$ cat config.mk
export PLATFORM = sky130hd
export DESIGN_NAME = video_color_top
export DESIGN_NICKNAME = d
export VERILOG_FILES = /design/src/video_pkg.sv /design/src/video_delay.sv /design/src/rgb_to_ycbcr.sv /design/src/view_combiner.sv /design/src/video_color_top.sv
export VERILOG_INCLUDE_DIRS = /design/src
export SDC_FILE = /design/constraint.sdc
export NUM_CORES = 1
export LEC_CHECK = 0
export BUFFER_PORTS_ARGS = -buffer_cell sky130_fd_sc_hd__buf_2
export CORE_ASPECT_RATIO = 1.2
export CORE_MARGIN = 3
export CORE_UTILIZATION = 55
export CTS_BUF_LIST = sky130_fd_sc_hd__clkbuf_16
export CTS_CLUSTER_SIZE = 25
export DETAILED_ROUTE_END_ITERATION = 10
export PLACE_DENSITY = 0.8
export SYNTH_ARGS = -nofsm -noshare
export SYNTH_HDL_FRONTEND = slang
export SYNTH_SLANG_ARGS = --single-unit
export TNS_END_PERCENT = 5
$ cat constraint.sdc
create_clock -name clk -period 5.4 [get_ports clk]
set_input_delay 1.08 -clock clk [delete_from_list [all_inputs] [get_ports clk]]
set_output_delay 1.08 -clock clk [all_outputs]
set_load 0.05 [all_outputs]
$ cat src/video_defs.svh
// Fixed coefficients, chroma offset, skin window and pipeline depth, included by the video RTL
`ifndef VIDEO_DEFS_SVH
`define VIDEO_DEFS_SVH

// ---------------------------------------------------------------------------
// Colour conversion, Q8 fixed point, all sums kept to 16 bits
// ---------------------------------------------------------------------------

// Y = (77R + 150G + 29B) >> 8
`define Y_COEF_R		16'd77
`define Y_COEF_G		16'd150
`define Y_COEF_B		16'd29

// Cb = (128B - 43R - 85G + offset) >> 8
`define CB_COEF_R		16'd43
`define CB_COEF_G		16'd85
`define CB_COEF_B		16'd128

// Cr = (128R - 107G - 21B + offset) >> 8
`define CR_COEF_R		16'd128
`define CR_COEF_G		16'd107
`define CR_COEF_B		16'd21

`define CHROMA_OFFSET	16'd32768	// 128 << 8, recentres chroma

// Skin window on chroma, bounds inclusive
`define SKIN_CB_MIN		8'd77
`define SKIN_CB_MAX		8'd127
`define SKIN_CR_MIN		8'd133
`define SKIN_CR_MAX		8'd173

`define CONV_DEPTH		3			// Converter latency in clocks

`endif

$ cat src/video_pkg.sv
// Pixel, sync and view-mode types for the colour path, imported by each block that needs them
`default_nettype none

package video_pkg;

	// -------------------------------------------------------------------------
	// Pixel formats, 8 bits per channel
	// -------------------------------------------------------------------------

	typedef struct packed {
		logic [7:0] red;	// R channel, MSB first on the bus
		logic [7:0] green;
		logic [7:0] blue;
	} rgb_t;				// RGB888, 24 bits

	typedef struct packed {
		logic [7:0] y;		// Luma
		logic [7:0] cb;		// Blue difference, 128 centred
		logic [7:0] cr;		// Red difference, 128 centred
	} ycbcr_t;				// YCbCr444, 24 bits

	// Frame and line strobes, levels that travel with their pixel
	typedef struct packed {
		logic vsync;		// Frame strobe
		logic href;			// Line active, pixel valid
	} sync_t;

	// Per-pixel output view
	typedef enum logic [1:0] {
		view_ycbcr = 2'd0,	// Y, Cb, Cr on the R, G, B lanes
		view_rgb   = 2'd1,	// Source pixel unchanged
		view_skin  = 2'd2	// Chroma window mask
	} view_t;				// Code 3 falls back to YCbCr

	// Side-path payload, source pixel plus its view
	typedef struct packed {
		rgb_t  pix;
		view_t mode;
	} pix_tag_t;			// 26 bits

endpackage

`default_nettype wire

$ cat src/video_delay.sv
// Fixed-depth register chain for any packed payload, keeps strobes and side data in step
`timescale 1ns/1ps
`default_nettype none

module video_delay #(
	parameter type payload_t = logic [7:0],	// Carried payload, any packed type
	parameter int  DEPTH     = 3			// Number of register stages, at least 1
) (
	input  wire      clk,		// Pixel clock
	input  wire      rst_n,		// Async reset, active low
	input  wire      payload_t d,	// Payload in
	output payload_t q			// Payload out, DEPTH clocks later
);

	// -------------------------------------------------------------------------
	// Shift chain, stage 0 takes d
	// -------------------------------------------------------------------------

	payload_t stage_q [DEPTH];

	always_ff @(posedge clk or negedge rst_n)
	begin
		if (!rst_n)
		begin
			// Whole chain clears so nothing stale leaks out after reset
			for (int i = 0; i < DEPTH; i++)
				stage_q[i] <= '0;
		end
		else
		begin
			stage_q[0] <= d;			// Load
			for (int i = 1; i < DEPTH; i++)
				stage_q[i] <= stage_q[i-1];	// Shift by one each clock
		end
	end

	assign q = stage_q[DEPTH-1];		// Oldest stage

endmodule

`default_nettype wire

$ cat src/rgb_to_ycbcr.sv
// RGB888 to YCbCr444 converter, three registered stages of multiply, sum and byte select
`timescale 1ns/1ps
`default_nettype none
`include "video_defs.svh"

module rgb_to_ycbcr (
	input  wire              clk,		// Pixel clock
	input  wire              rst_n,		// Async reset, active low
	input  wire video_pkg::rgb_t  in_pix,	// Source pixel
	input  wire video_pkg::sync_t in_sync,	// Source strobes
	output video_pkg::ycbcr_t     out_pix,	// Converted pixel, 3 clocks later
	output video_pkg::sync_t      out_sync	// Strobes matched to out_pix
);
	import video_pkg::*;

	// -------------------------------------------------------------------------
	// Stage 1, nine constant products
	// -------------------------------------------------------------------------

	logic [15:0] y_r_q;
	logic [15:0] y_g_q;
	logic [15:0] y_b_q;
	logic [15:0] cb_r_q;
	logic [15:0] cb_g_q;
	logic [15:0] cb_b_q;
	logic [15:0] cr_r_q;
	logic [15:0] cr_g_q;
	logic [15:0] cr_b_q;

	always_ff @(posedge clk or negedge rst_n)
	begin
		if (!rst_n)
		begin
			y_r_q  <= '0;
			y_g_q  <= '0;
			y_b_q  <= '0;
			cb_r_q <= '0;
			cb_g_q <= '0;
			cb_b_q <= '0;
			cr_r_q <= '0;
			cr_g_q <= '0;
			cr_b_q <= '0;
		end
		else
		begin
			y_r_q  <= in_pix.red   * `Y_COEF_R;	// Max 255*150 fits 16 bits
			y_g_q  <= in_pix.green * `Y_COEF_G;
			y_b_q  <= in_pix.blue  * `Y_COEF_B;
			cb_r_q <= in_pix.red   * `CB_COEF_R;
			cb_g_q <= in_pix.green * `CB_COEF_G;
			cb_b_q <= in_pix.blue  * `CB_COEF_B;
			cr_r_q <= in_pix.red   * `CR_COEF_R;
			cr_g_q <= in_pix.green * `CR_COEF_G;
			cr_b_q <= in_pix.blue  * `CR_COEF_B;
		end
	end

	// -------------------------------------------------------------------------
	// Stage 2, signed combination plus offset, wraps modulo 2^16
	// -------------------------------------------------------------------------

	logic [15:0] y_sum_q;
	logic [15:0] cb_sum_q;
	logic [15:0] cr_sum_q;

	always_ff @(posedge clk or negedge rst_n)
	begin
		if (!rst_n)
		begin
			y_sum_q  <= '0;
			cb_sum_q <= '0;
			cr_sum_q <= '0;
		end
		else
		begin
			y_sum_q  <= y_r_q + y_g_q + y_b_q;	// Weights add to 256, no overflow
			cb_sum_q <= cb_b_q - cb_r_q - cb_g_q + `CHROMA_OFFSET;
			cr_sum_q <= cr_r_q - cr_g_q - cr_b_q + `CHROMA_OFFSET;
		end
	end

	// -------------------------------------------------------------------------
	// Stage 3, keep the upper byte of each sum
	// -------------------------------------------------------------------------

	always_ff @(posedge clk or negedge rst_n)
	begin
		if (!rst_n)
			out_pix <= '0;
		else
			out_pix <= '{y: y_sum_q[15:8], cb: cb_sum_q[15:8], cr: cr_sum_q[15:8]};
	end

	// Strobes ride alongside the three data stages, no blanking here
	video_delay #(
		.payload_t	(sync_t),
		.DEPTH		(`CONV_DEPTH)
	) sync_dly_i (
		.clk	(clk),
		.rst_n	(rst_n),
		.d		(in_sync),
		.q		(out_sync)
	);

endmodule

`default_nettype wire

$ cat src/view_combiner.sv
// Output stage, classifies skin from chroma, picks the per-pixel view and blanks outside href
`timescale 1ns/1ps
`default_nettype none
`include "video_defs.svh"

module view_combiner (
	input  wire              clk,		// Pixel clock
	input  wire              rst_n,		// Async reset, active low
	input  wire video_pkg::ycbcr_t conv_pix,	// From the converter
	input  wire video_pkg::sync_t  conv_sync,	// Strobes aligned with conv_pix
	input  wire video_pkg::pix_tag_t tag,		// Delayed source pixel and view
	output video_pkg::rgb_t        out_pix,		// Registered view
	output video_pkg::sync_t       out_sync		// Registered strobes
);
	import video_pkg::*;

	// -------------------------------------------------------------------------
	// Skin classification on Cb and Cr
	// -------------------------------------------------------------------------

	logic cb_in_win;
	logic cr_in_win;
	logic skin_hit;

	assign cb_in_win = (conv_pix.cb >= `SKIN_CB_MIN) && (conv_pix.cb <= `SKIN_CB_MAX);
	assign cr_in_win = (conv_pix.cr >= `SKIN_CR_MIN) && (conv_pix.cr <= `SKIN_CR_MAX);
	assign skin_hit  = cb_in_win && cr_in_win;	// Both inside the window

	// -------------------------------------------------------------------------
	// Candidate views
	// -------------------------------------------------------------------------

	rgb_t ycc_view;
	rgb_t mask_view;
	rgb_t sel_pix;

	// Y, Cb, Cr land on the R, G, B lanes
	assign ycc_view  = '{red: conv_pix.y, green: conv_pix.cb, blue: conv_pix.cr};
	assign mask_view = {24{skin_hit}};		// All 255 or all 0

	always_comb
	begin
		case (tag.mode)
			view_rgb:  sel_pix = tag.pix;	// Source pixel, same age as conv_pix
			view_skin: sel_pix = mask_view;
			default:   sel_pix = ycc_view;	// YCbCr and the spare code 3
		endcase
	end

	// -------------------------------------------------------------------------
	// Output register, the only place pixels are blanked
	// -------------------------------------------------------------------------

	always_ff @(posedge clk or negedge rst_n)
	begin
		if (!rst_n)
		begin
			out_sync <= '0;
			out_pix  <= '0;
		end
		else
		begin
			out_sync <= conv_sync;
			out_pix  <= conv_sync.href ? sel_pix : '0;	// Zero between lines
		end
	end

endmodule

`default_nettype wire

$ cat src/video_color_top.sv
// Colour processing top, wires the converter, the side delay line and the view combiner
`timescale 1ns/1ps
`default_nettype none
`include "video_defs.svh"

module video_color_top (
	input  wire              clk,		// Pixel clock
	input  wire              rst_n,		// Async reset, active low
	input  wire video_pkg::sync_t in_sync,	// vsync and href in
	input  wire video_pkg::rgb_t  in_pix,	// RGB888 in
	input  wire video_pkg::view_t view,		// View for this pixel
	output video_pkg::sync_t      out_sync,	// Strobes, 4 clocks later
	output video_pkg::rgb_t       out_pix	// Selected view, 4 clocks later
);
	import video_pkg::*;

	// -------------------------------------------------------------------------
	// Internal nets
	// -------------------------------------------------------------------------

	ycbcr_t   conv_pix;		// Converter result
	sync_t    conv_sync;	// Strobes at converter output
	pix_tag_t tag_in;		// Source pixel with its view
	pix_tag_t tag_d;		// Same, aligned with conv_pix

	assign tag_in = '{pix: in_pix, mode: view};

	// Main path, 3 clocks
	rgb_to_ycbcr conv_i (
		.clk		(clk),
		.rst_n		(rst_n),
		.in_pix		(in_pix),
		.in_sync	(in_sync),
		.out_pix	(conv_pix),
		.out_sync	(conv_sync)
	);

	// Side path, matched to the converter depth
	video_delay #(
		.payload_t	(pix_tag_t),
		.DEPTH		(`CONV_DEPTH)
	) tag_dly_i (
		.clk	(clk),
		.rst_n	(rst_n),
		.d		(tag_in),
		.q		(tag_d)
	);

	// Final select and blanking, 1 clock
	view_combiner comb_i (
		.clk		(clk),
		.rst_n		(rst_n),
		.conv_pix	(conv_pix),
		.conv_sync	(conv_sync),
		.tag		(tag_d),
		.out_pix	(out_pix),
		.out_sync	(out_sync)
	);

endmodule

`default_nettype wire

==> results_dict.tcl, run 1 <==
set metrics [dict create \
    status "finished clean" \
    final_area_mm2 0.01651 \
    finalHoldViolCount 0 \
    post_cts_buffers 0 \
    syn_nets 1669 \
    critical_path_arrival_ns 4.63 \
    dieArea_mm2 0.02909 \
    antenna_found_initial 0 \
    die_y_um 186.3 \
    hpwl_um 23910 \
    slew_headroom_pct 45.61 \
    required_ns 5.85 \
    register_area_mm2 0.006056 \
    wirelength_um 30770 \
    ys.flop_type "dfrtp_1" \
    grt_start_max_net_pins 118 \
    cts_hold_buf 0 \
    setup_ws_ns 1.214 \
    end_kind "register" \
    insertion_delay_ns 0.52 \
    holdWs_ns 0.3433 \
    maxCapViolCount 0 \
    pre_cts_ws_ns 0.7054 \
    layout.nets 1747 \
    ys_async_sr_fraction_pct 100.0 \
    rrSetupSlack_ns 2.47 \
    multiInputGateArea_mm2 0.008129 \
    via_per_inst 5.559 \
    start_kind "primary input" \
    drt-initial-drc-count 473 \
    clock.fmax_ghz 0.2389 \
    setup_viol 0 \
    worst_slew_pin_slew_ns 0.8158 \
    hold_class "register to register" \
    cts_root_buffer "clkbuf_16" \
    finalWorstPathRequiredPeriod_ns 4.186 \
    drt-wirelength-per-cell_um 17.81 \
    drive_above_1_share_pct 8.830 \
    ir_drop_mv 0.2992 \
    synth-edff-count 0 \
    synth_seq_area_share_pct 40.67 \
    clkPwrFrac_pct 20.5 \
    cellLeakagePower_nw 8.563 \
    area_growth_pct 10.89 \
    p_sw_mw 3.658 \
    slew_viol_final 0 \
    placed_area_mm2 0.01559 \
    clock_skew_ns 0.01151 \
    mappedNetlistArea_mm2 0.01489 \
    core-area_mm2 0.02651 \
    crit_type "primary input to register" \
    io-pin-count 56 \
    drc 0 \
    grt-ovfl-total 0 \
    totalNegativeSetupSlack_ns 0 \
    yosysUniqueCellTypes 59 \
    rsz0062_at_grt "false" \
    ys_warn_count 0 \
    grt_util_all_layers_pct 21.94 \
    numClockSinks 242 \
    cts_buffers 26 \
    htree_levels 1 \
    start_util_pct 56.17 \
    swShare_pct 40.24 \
    p_int_mw 5.432 \
    p_comb_share_pct 50.7 \
    path_clk_slew_ns 0.06 \
    place_congestion 0.9234 \
    io_buffers 55 \
    grt_pass1_wl_um 50550 \
    postRouteAntennaNets 0 \
    ys_ff_latch 242 \
    p_per_area_mw_per_mm2 550.4 \
    grt_pass1_vias 10160 \
    cp_max_fo 10 \
    antenna_cells 0 \
    cts_tree "done" \
    cts_buffer_depth 3 \
    cts_resized 0 \
    avgSynthCellArea_um2 11.50 \
    fillers 2040 \
    fp.dieW_um 156.2 \
    dr_total_vias 9606 \
    syn_inst 1295 \
    first_pass_iters 5 \
    finalCritPeriodShare_pct 77.52 \
    share_seq_of_total_power_pct 28.8 \
    rows 65 \
]
-- cell type report --
cell class | count | share of cell area [%]
multi-input cells | 865 | 49.23
flip-flops and latches | 242 | 36.67
clock buffers | 27 | 4.092
inverters | 179 | 4.069
well taps | 335 | 2.538
repair buffers | 59 | 1.909
clock inverters | 21 | 1.493
-- stage by stage --
stage	cells	total power, mW	utilization, %
final	1728	9.090	62.28
after global placement	1680	6.870	58.81
after CTS	1728	9.116	62.28
after detailed placement	1680	7.096	58.81
after global routing	1728	9.802	62.28
after floorplan	1295	6.003	-
-- sequential cells by signal, summed over array words and instances, names as in the netlist --
| name | cells |
|---|---|
| conv_i.y_b_q | 11 |
| conv_i.cr_b_q | 10 |
| conv_i.y_g_q | 14 |
| comb_i.out_pix | 24 |
| tag_dly_i.q | 26 |
| conv_i.cr_sum_q | 8 |
| conv_i.cb_sum_q | 8 |
| conv_i.cb_r_q | 13 |
| conv_i.sync_dly_i.q | 2 |
| conv_i.cb_g_q | 13 |
| conv_i.out_pix | 24 |
| conv_i.y_sum_q | 8 |
| comb_i.out_sync | 2 |
| conv_i.cr_g_q | 10 |
| conv_i.y_r_q | 13 |
| conv_i.sync_dly_i.stage_q | 4 |
| tag_dly_i.stage_q | 52 |
-- cells in the mapped netlist, types with 4 or more instances --
cell type | n | share of area [%]
fa_1 | 79 | 11
o21a_1 | 4 | 0.20
o31ai_1 | 4 | 0.20
nor2b_1 | 11 | 0.46
xor2_1 | 28 | 1.6
a21o_1 | 36 | 1.8
xnor2_1 | 55 | 3.2
a211oi_1 | 6 | 0.30
or3_1 | 4 | 0.17
o21bai_1 | 5 | 0.25
dfrtp_1 | 242 | 41
a21oi_1 | 75 | 2.5
inv_1 | 179 | 4.5
nand2_1 | 67 | 1.7
nor3_1 | 30 | 1.0
clkbuf_1 | 8 | 0.20
and3_1 | 4 | 0.17
ha_1 | 265 | 22
mux2i_1 | 4 | 0.27
nand3_1 | 12 | 0.40
o21ai_0 | 49 | 1.6
o211ai_1 | 9 | 0.45
nor2_1 | 53 | 1.3
a31o_2 | 6 | 0.35
-- power by group through the flow --
stage	Clock (mW)	Sequential, mW	Combinational, mW
after global routing	1.97	2.66	5.18
after floorplan	0	2.64	3.36
after CTS	1.90	2.62	4.59
after global placement	0	2.63	4.24
final	1.86	2.62	4.61
after detailed placement	0	2.65	4.45
-- critical path, stage by stage --
cell and delay (ns):
buf_2 0.23, ha_1 0.32, fa_1 0.47, fa_1 0.52, inv_1 0.06, fa_1 0.49
inv_1 0.04, ha_1 0.35, a21oi_1 0.24, o2111ai_1 0.22, a311o_1 0.31, a21oi_1 0.17
xnor2_1 0.13
-- logic make-up (layout without fill, tap and decap cells) --
family                     count (synthesis)  count (layout)  synth area share (%)
AOI/OAI and AO/OA                        228             228                 10.02
xor gates and xnor gates                  83              83                 4.882
adders and majority gates                344             344                 32.89
buffers and inverters                    188             286                 4.747
DFF                                      242             242                 40.67
muxes                                      5               5                0.3445
and+or+nand+nor                          205             205                 6.453
-- layer usage --
metal	global-route usage [%]	up-vias	part of all wire [%]
li1	-	4580	-
met1	26.93	4689	40
met2	38.72	250	51
met3	2.453	87	3.6
met4	10.82	0	5.2
met5	0	-	0
-- cells in the final DEF (no fill, tap or decap), types with 4 or more instances in the layout --
master,count
buf_2,54
o21bai_1,5
a211oi_1,6
ha_1,265
clkinv_4,5
a31o_2,6
inv_1,181
o21ai_0,49
nor2_1,53
and3_1,4
o31ai_1,4
inv_6,4
mux2i_1,4
xnor2_1,55
clkbuf_16,27
a21o_1,36
buf_4,4
o21a_1,4
o211ai_1,9
or3_1,4
nand3_1,12
a21oi_1,75
fa_1,79
xor2_1,28
bufinv_16,4
nor3_1,30
nand2_1,67
dfrtp_1,242
nor2b_1,11
-- worst paths after layout --
kind,cells past startpoint,to,from
max,13,conv_i.cr_g_q[14]$_DFF_PN0_,in_pix[14]
min,0,conv_i.out_pix[1]$_DFF_PN0_,conv_i.cr_sum_q[9]$_DFF_PN0_
max reg2reg,8,conv_i.y_sum_q[13]$_DFF_PN0_,conv_i.y_b_q[6]$_DFF_PN0_
min reg2reg,0,conv_i.out_pix[1]$_DFF_PN0_,conv_i.cr_sum_q[9]$_DFF_PN0_
max in group asynchronous,2,conv_i.cr_b_q[3]$_DFF_PN0_,rst_n
min in group asynchronous,1,comb_i.out_sync[1]$_DFF_PN0_,rst_n
Note: power is estimated with default switching activity, not from simulation.
==> inputs of run 2 (changes only) <==
PLACE_DENSITY = 0.83   (was 0.8)
clock period = 3.7 ns   (was 5.4 ns; I/O delays follow)
==> run 2 against run 1 <==
  * Count of clock-buffer cells in the layout shrank 3
  * First-iteration DRC count grew 32%
  * Hold slack lost 0.21 ns
  * Clock skew grew 0.0031 ns
  * Via count grew 6.5%
  * Sequential power grew 48%
  * Critical path depth is the same
  * Wire length grew 8.9%
  * Combinational power grew 60%
  * Sequential cell count is the same
  * Non-clock buffer count grew 115
  * Clock power grew 28%
  * Highest routed layer unchanged
==> results_dict.tcl, run 2 (synthesis gave the netlist of run 1 again) <==
set metrics [dict create \
    post_cts_buffers 0 \
    critical_path_arrival_ns 3.88 \
    layout.nets 1860 \
    io_buffers 55 \
    htree_levels 1 \
    r2r_cells 8 \
    drt-wirelength-per-cell_um 18.23 \
    dp_cells 1795 \
    cts_tree "done" \
    grt_pass1_vias 11140 \
    regToRegEndpoint "conv_i.y_sum_q[13]$_DFF_PN0_" \
    rsz0062_at_grt "false" \
    totalNegativeSetupSlack_ns 0 \
    cts_hold_buf 0 \
    cts_resized 0 \
    postLayoutCoreUtil_pct 65.32 \
    r2r-start "conv_i.y_b_q[6]$_DFF_PN0_" \
    slew_headroom_pct 44.09 \
    stdcell_count 1839 \
    crit_type "primary input to register" \
    fp.dieW_um 156.2 \
    start_util_pct 56.17 \
    p_total_mw 13.62 \
    rows 65 \
    layout_commonest_cell "ha_1" \
    io-pin-count 56 \
    routed-wl-met3_um 1416 \
    dr_total_vias 10230 \
    core-area_mm2 0.02651 \
    insertion_delay_ns 0.53 \
    largest_register_ffs 52 \
    finalWorstPathRequiredPeriod_ns 3.471 \
    hpwl_um 25460 \
    grt_util_all_layers_pct 24.08 \
    rrSetupSlack_ns 0.68 \
    final_area_mm2 0.01732 \
    start_kind "primary input" \
    placed_area_mm2 0.01653 \
    grt_start_max_net_pins 106 \
    layout_common_cells "ha_1 (262), dfrtp_1 (242), inv_1 (180), buf_4 (118), fa_1 (78)" \
    status "finished clean" \
    setup_viol 0 \
    finalHoldViolCount 0 \
    drt-initial-drc-count 625 \
    clock_skew_ns 0.01458 \
    end_kind "register" \
    via_per_inst 5.564 \
    grt_pass1_wl_um 55460 \
    postRouteAntennaNets 0 \
    grt-ovfl-total 0 \
    slew_viol_final 0 \
    dieArea_mm2 0.02909 \
    place_congestion 0.9149 \
    wl_met1_um 12920 \
    clock.fmax_ghz 0.2881 \
    first_pass_iters 5 \
    numClockSinks 242 \
    cts_root_buffer "clkbuf_16" \
    worst_slew_pin_slew_ns 0.8386 \
    die_y_um 186.3 \
    largest_register "tag_dly_i.stage_q" \
    drc 0 \
    hold_class "primary input to asynchronous set/reset pin" \
    cellLeakagePower_nw 9.057 \
    required_ns 4.11 \
    cp_max_fo 4 \
    crit_end "conv_i.cb_r_q[13]$_DFF_PN0_" \
    wirelength_um 33520 \
    antenna_cells 0 \
    cts_buffer_depth 3 \
    maxCapViolCount 0 \
    finalCritPeriodShare_pct 93.81 \
    wl_met2_um 17530 \
    antenna_found_initial 0 \
    area_growth_pct 16.29 \
    crit_start "in_pix[19]" \
    path_clk_slew_ns 0.07 \
    highest_layer "met4" \
    cts_buffers 24 \
    drive_above_1_share_pct 16.02 \
    p_per_area_mw_per_mm2 786.3 \
    ir_drop_mv 0.4915 \
]
## run 2: cell types whose count changed in the layout (fill, tap and decap cells not counted), moves of 2 or more
cell       previous run  this run
buf_4                 4       118
a21oi_1              75        71
clkinv_2              2         6
inv_6                 4         0
a21oi_2               1         4
clkbuf_16            27        24
clkinv_1              1         4
clkinv_4              5         2
ha_1                265       262
ha_4                  0         3
bufinv_16             4         2
clkinv_8              0         2
## run 2: cell type report
class,instances,area [µm²]
repair buffers,174,1191
well taps,335,419.2
multi-input cells,865,8198
inverters,179,671.9
flip-flops and latches,242,6056
fillers,1876,9195
clock buffers,24,600.6
clock inverters,20,181.4
## run 2: worst min-delay path by stage
| stage | from | endpoint | cells past startpoint |
|---|---|---|---|
| floorplan | conv_i.sync_dly_i.q[1]$_DFF_PN0_ | comb_i.out_sync[1]$_DFF_PN0_ | 0 |
| global placement | tag_dly_i.stage_q[50]$_DFF_PN0_ | tag_dly_i.q[24]$_DFF_PN0_ | 0 |
| detailed placement | conv_i.cb_sum_q[15]$_DFF_PN0_ | conv_i.out_pix[15]$_DFF_PN0_ | 0 |
| CTS | rst_n | conv_i.sync_dly_i.q[0]$_DFF_PN0_ | 1 |
| global route | rst_n | conv_i.sync_dly_i.stage_q[4]$_DFF_PN0_ | 1 |
| finish | rst_n | conv_i.sync_dly_i.stage_q[4]$_DFF_PN0_ | 1 |
## run 2: per-stage QoR
| step | hold WS [ns] | setup slack (ns) |
|---|---|---|
| floorplan | 0.3312 | -0.03855 |
| global placement | 0.3319 | -0.2643 |
| detailed placement | 0.3347 | -0.3370 |
| CTS | 0.1570 | 0.1839 |
| global route | 0.1722 | 0.03719 |
| finish | 0.1378 | 0.2291 |
## run 2: critical path, stage by stage
cell and delay (ns):
buf_2 0.13, ha_1 0.33, ha_1 0.29, inv_1 0.05, fa_1 0.49, inv_1 0.07, fa_2 0.40, a21o_1 0.17
a21oi_2 0.15, o21ai_0 0.14, or4_1 0.45, a2111o_1 0.38, o311ai_0 0.10
## run 2: where the power goes
part | switching [mW] | internal, mW | total (mW)
registers | 0.408 | 3.46 | 3.87
clock network | 1.04 | 1.34 | 2.38
logic | 4.14 | 3.22 | 7.36
total | 5.59 | 8.03 | 13.6
## run 2: layer usage
| layer | track usage (%) | up-vias |
|---|---|---|
| met5 | 0 | - |
| met4 | 11.03 | 0 |
| met3 | 2.823 | 95 |
| met2 | 44.47 | 284 |
| met1 | 28.09 | 5073 |
| li1 | - | 4780 |
==> inputs of run 3 (changes only) <==
CORE_ASPECT_RATIO = 2   (was 1.2)
==> run 3 against run 2 <==
  * Clock skew hardly changed
  * Final cell count is 0.49% higher
  * Non-clock buffer count is 9 higher
  * Largest power group unchanged
  * Sequential power hardly changed
  * Highest routed layer unchanged
  * Final area is 0.46% higher
  * Fmax is 2.1% lower
==> results_dict.tcl, run 3 (synthesis gave the netlist of run 1 again) <==
set metrics [dict create \
    io_buffers 55 \
    final_area_mm2 0.01740 \
    ir_drop_mv 0.3937 \
    r2r-start "tag_dly_i.stage_q[55]$_DFF_PN0_" \
    drc 0 \
    grt_pass1_vias 11180 \
    crit_path_top_delay_cell "fa_1" \
    finalWorstPathRequiredPeriod_ns 3.546 \
    dieArea_mm2 0.02921 \
    layout_commonest_cell "ha_1" \
    hpwl_um 28350 \
    path_cells "buf_2 -> ha_1 -> ha_1 -> inv_1 -> fa_1 -> fa_1 -> inv_1 -> ha_1 -> nand3_1 -> o2111ai_2 -> a311o_1 -> a21oi_2 -> xnor2_1" \
    cts_root_buffer "clkbuf_16" \
    crit_type "primary input to register" \
    largest_register "tag_dly_i.stage_q" \
    wirelength_um 35010 \
    grt-ovfl-total 0 \
    path_clk_slew_ns 0.07 \
    cellLeakagePower_nw 9.090 \
    rrSetupSlack_ns 0.73 \
    cp_max_fo 4 \
    htree_levels 1 \
    antenna_found_initial 1 \
    swShare_pct 39.56 \
    io-pin-count 56 \
    slew_viol_final 0 \
    rows 84 \
    end_kind "register" \
    grt_start_max_net_pins 91 \
    die_y_um 238.7 \
    numClockSinks 242 \
    grt_pass1_wl_um 55660 \
    via_per_inst 5.522 \
    finalHoldViolCount 0 \
    share_seq_of_total_power_pct 28.5 \
    clock.fmax_ghz 0.2820 \
    critPathTopFamily "adder cells" \
    cp_num_buf_inv 3 \
    slew_headroom_pct 41.55 \
    maxCapViolCount 0 \
    core-area_mm2 0.02649 \
    insertion_delay_ns 0.50 \
    fp.dieW_um 122.4 \
    finalCritPeriodShare_pct 95.83 \
    rsz0062_at_grt "false" \
    drive_above_1_share_pct 16.23 \
    area_growth_pct 16.83 \
    p_int_mw 8.190 \
    layout.nets 1865 \
    r2r_cells 9 \
    postRouteAntennaNets 0 \
    placed_area_mm2 0.01661 \
    setup_viol 0 \
    cts_buffer_depth 3 \
    status "finished clean" \
    layout_common_cells "ha_1 (262), dfrtp_1 (242), inv_1 (180), buf_4 (127), fa_1 (78)" \
    critical_path_arrival_ns 3.97 \
    place_congestion 0.9479 \
    cts_tree "done" \
    cts_buffers 20 \
    clock_skew_ns 0.01494 \
    drt-initial-drc-count 473 \
    grt_util_all_layers_pct 24.84 \
    dr_total_vias 10210 \
    fillers 2013 \
    p_per_area_mw_per_mm2 778.8 \
    start_kind "primary input" \
    post_cts_buffers 0 \
    first_pass_iters 6 \
    required_ns 4.13 \
    clkPwrFrac_pct 18.3 \
    regToRegEndpoint "conv_i.cr_sum_q[15]$_DFF_PN0_" \
    critical-path-max-stage-delay_ns 0.51 \
    start_util_pct 56.23 \
    p_sw_mw 5.360 \
    drt-wirelength-per-cell_um 18.95 \
    cts_hold_buf 0 \
    hold_class "primary input to asynchronous set/reset pin" \
    p_comb_share_pct 53.2 \
    worst_slew_pin_slew_ns 0.8768 \
    critical_path.most_common_cell "ha_1" \
    largest_register_ffs 52 \
    postLayoutCoreUtil_pct 65.69 \
]
-- run 3: changes by cell type in the layout (fill, tap and decap cells not counted), moves of 2 or more --
cell,before,now
clkinv_2,6,1
bufinv_16,2,7
clkinv_8,2,0
o21ai_0,49,46
clkbuf_16,24,21
o21ai_1,0,3
clkinv_1,4,0
buf_4,118,127
-- run 3: metrics by stage --
step / total power, mW / setup TNS (ns) / instances / hold WS, ns / setup slack [ns]
after global routing: 14.60 / 0 / 1847 / 0.2575 / 0.02767
final: 13.55 / 0 / 1848 / 0.2056 / 0.1544
after floorplan: 8.808 / -0.07653 / 1295 / 0.3312 / -0.03855
after CTS: 13.60 / 0 / 1847 / 0.2517 / 0.1587
after global placement: 10.71 / -4.034 / 1813 / 0.3316 / -0.3388
after detailed placement: 10.97 / -5.118 / 1813 / 0.3347 / -0.3568
-- run 3: repair_timing --
| action | in CTS | in global routing |
|---|---|---|
| hold endpoints to repair | 0 | 0 |
| gates resized for setup | 0 | 4 |
| endpoints found under the setup margin | 0 | 2 |
-- run 3: layout make-up --
class	instances	area [µm²]	area share [%]
Multi-Input combinational cell	865	8199	47.13
Clock inverter	13	254.0	1.460
Sequential cell	242	6056	34.81
Tap cell	344	430.4	2.474
Inverter	179	671.9	3.862
Antenna cell	1	2.502	0.01438
Timing Repair Buffer	183	1259	7.235
Clock buffer	21	525.5	3.021
-- run 3: power by group through the flow --
stage	sequential [mW]	combinational [mW]	clock, mW
2_1_floorplan	3.86	4.95	0
3_3_place_gp	3.88	6.84	0
3_5_place_dp	3.91	7.06	0
4_1_cts	3.87	7.22	2.51
5_1_grt	3.93	8.07	2.61
6_report	3.87	7.20	2.48
-- run 3: how the worst max path moves through the flow --
stage | start | end | cells past startpoint
global route | in_pix[11] | conv_i.cr_g_q[14]$_DFF_PN0_ | 13
floorplan | in_pix[12] | conv_i.cr_g_q[14]$_DFF_PN0_ | 12
detailed placement | in_pix[11] | conv_i.cr_g_q[14]$_DFF_PN0_ | 13
global placement | in_pix[12] | conv_i.cr_g_q[9]$_DFF_PN0_ | 15
CTS | in_pix[11] | conv_i.cr_g_q[14]$_DFF_PN0_ | 13
finish | in_pix[11] | conv_i.cr_g_q[14]$_DFF_PN0_ | 13
-- run 3: routing by layer --
metal	up-vias	part of all wire [%]	global-route usage, %
li1	4791	-	-
met1	5025	33	24.18
met2	258	56	47.68
met3	131	2.6	1.800
met4	0	8.6	17.71
met5	-	0	0
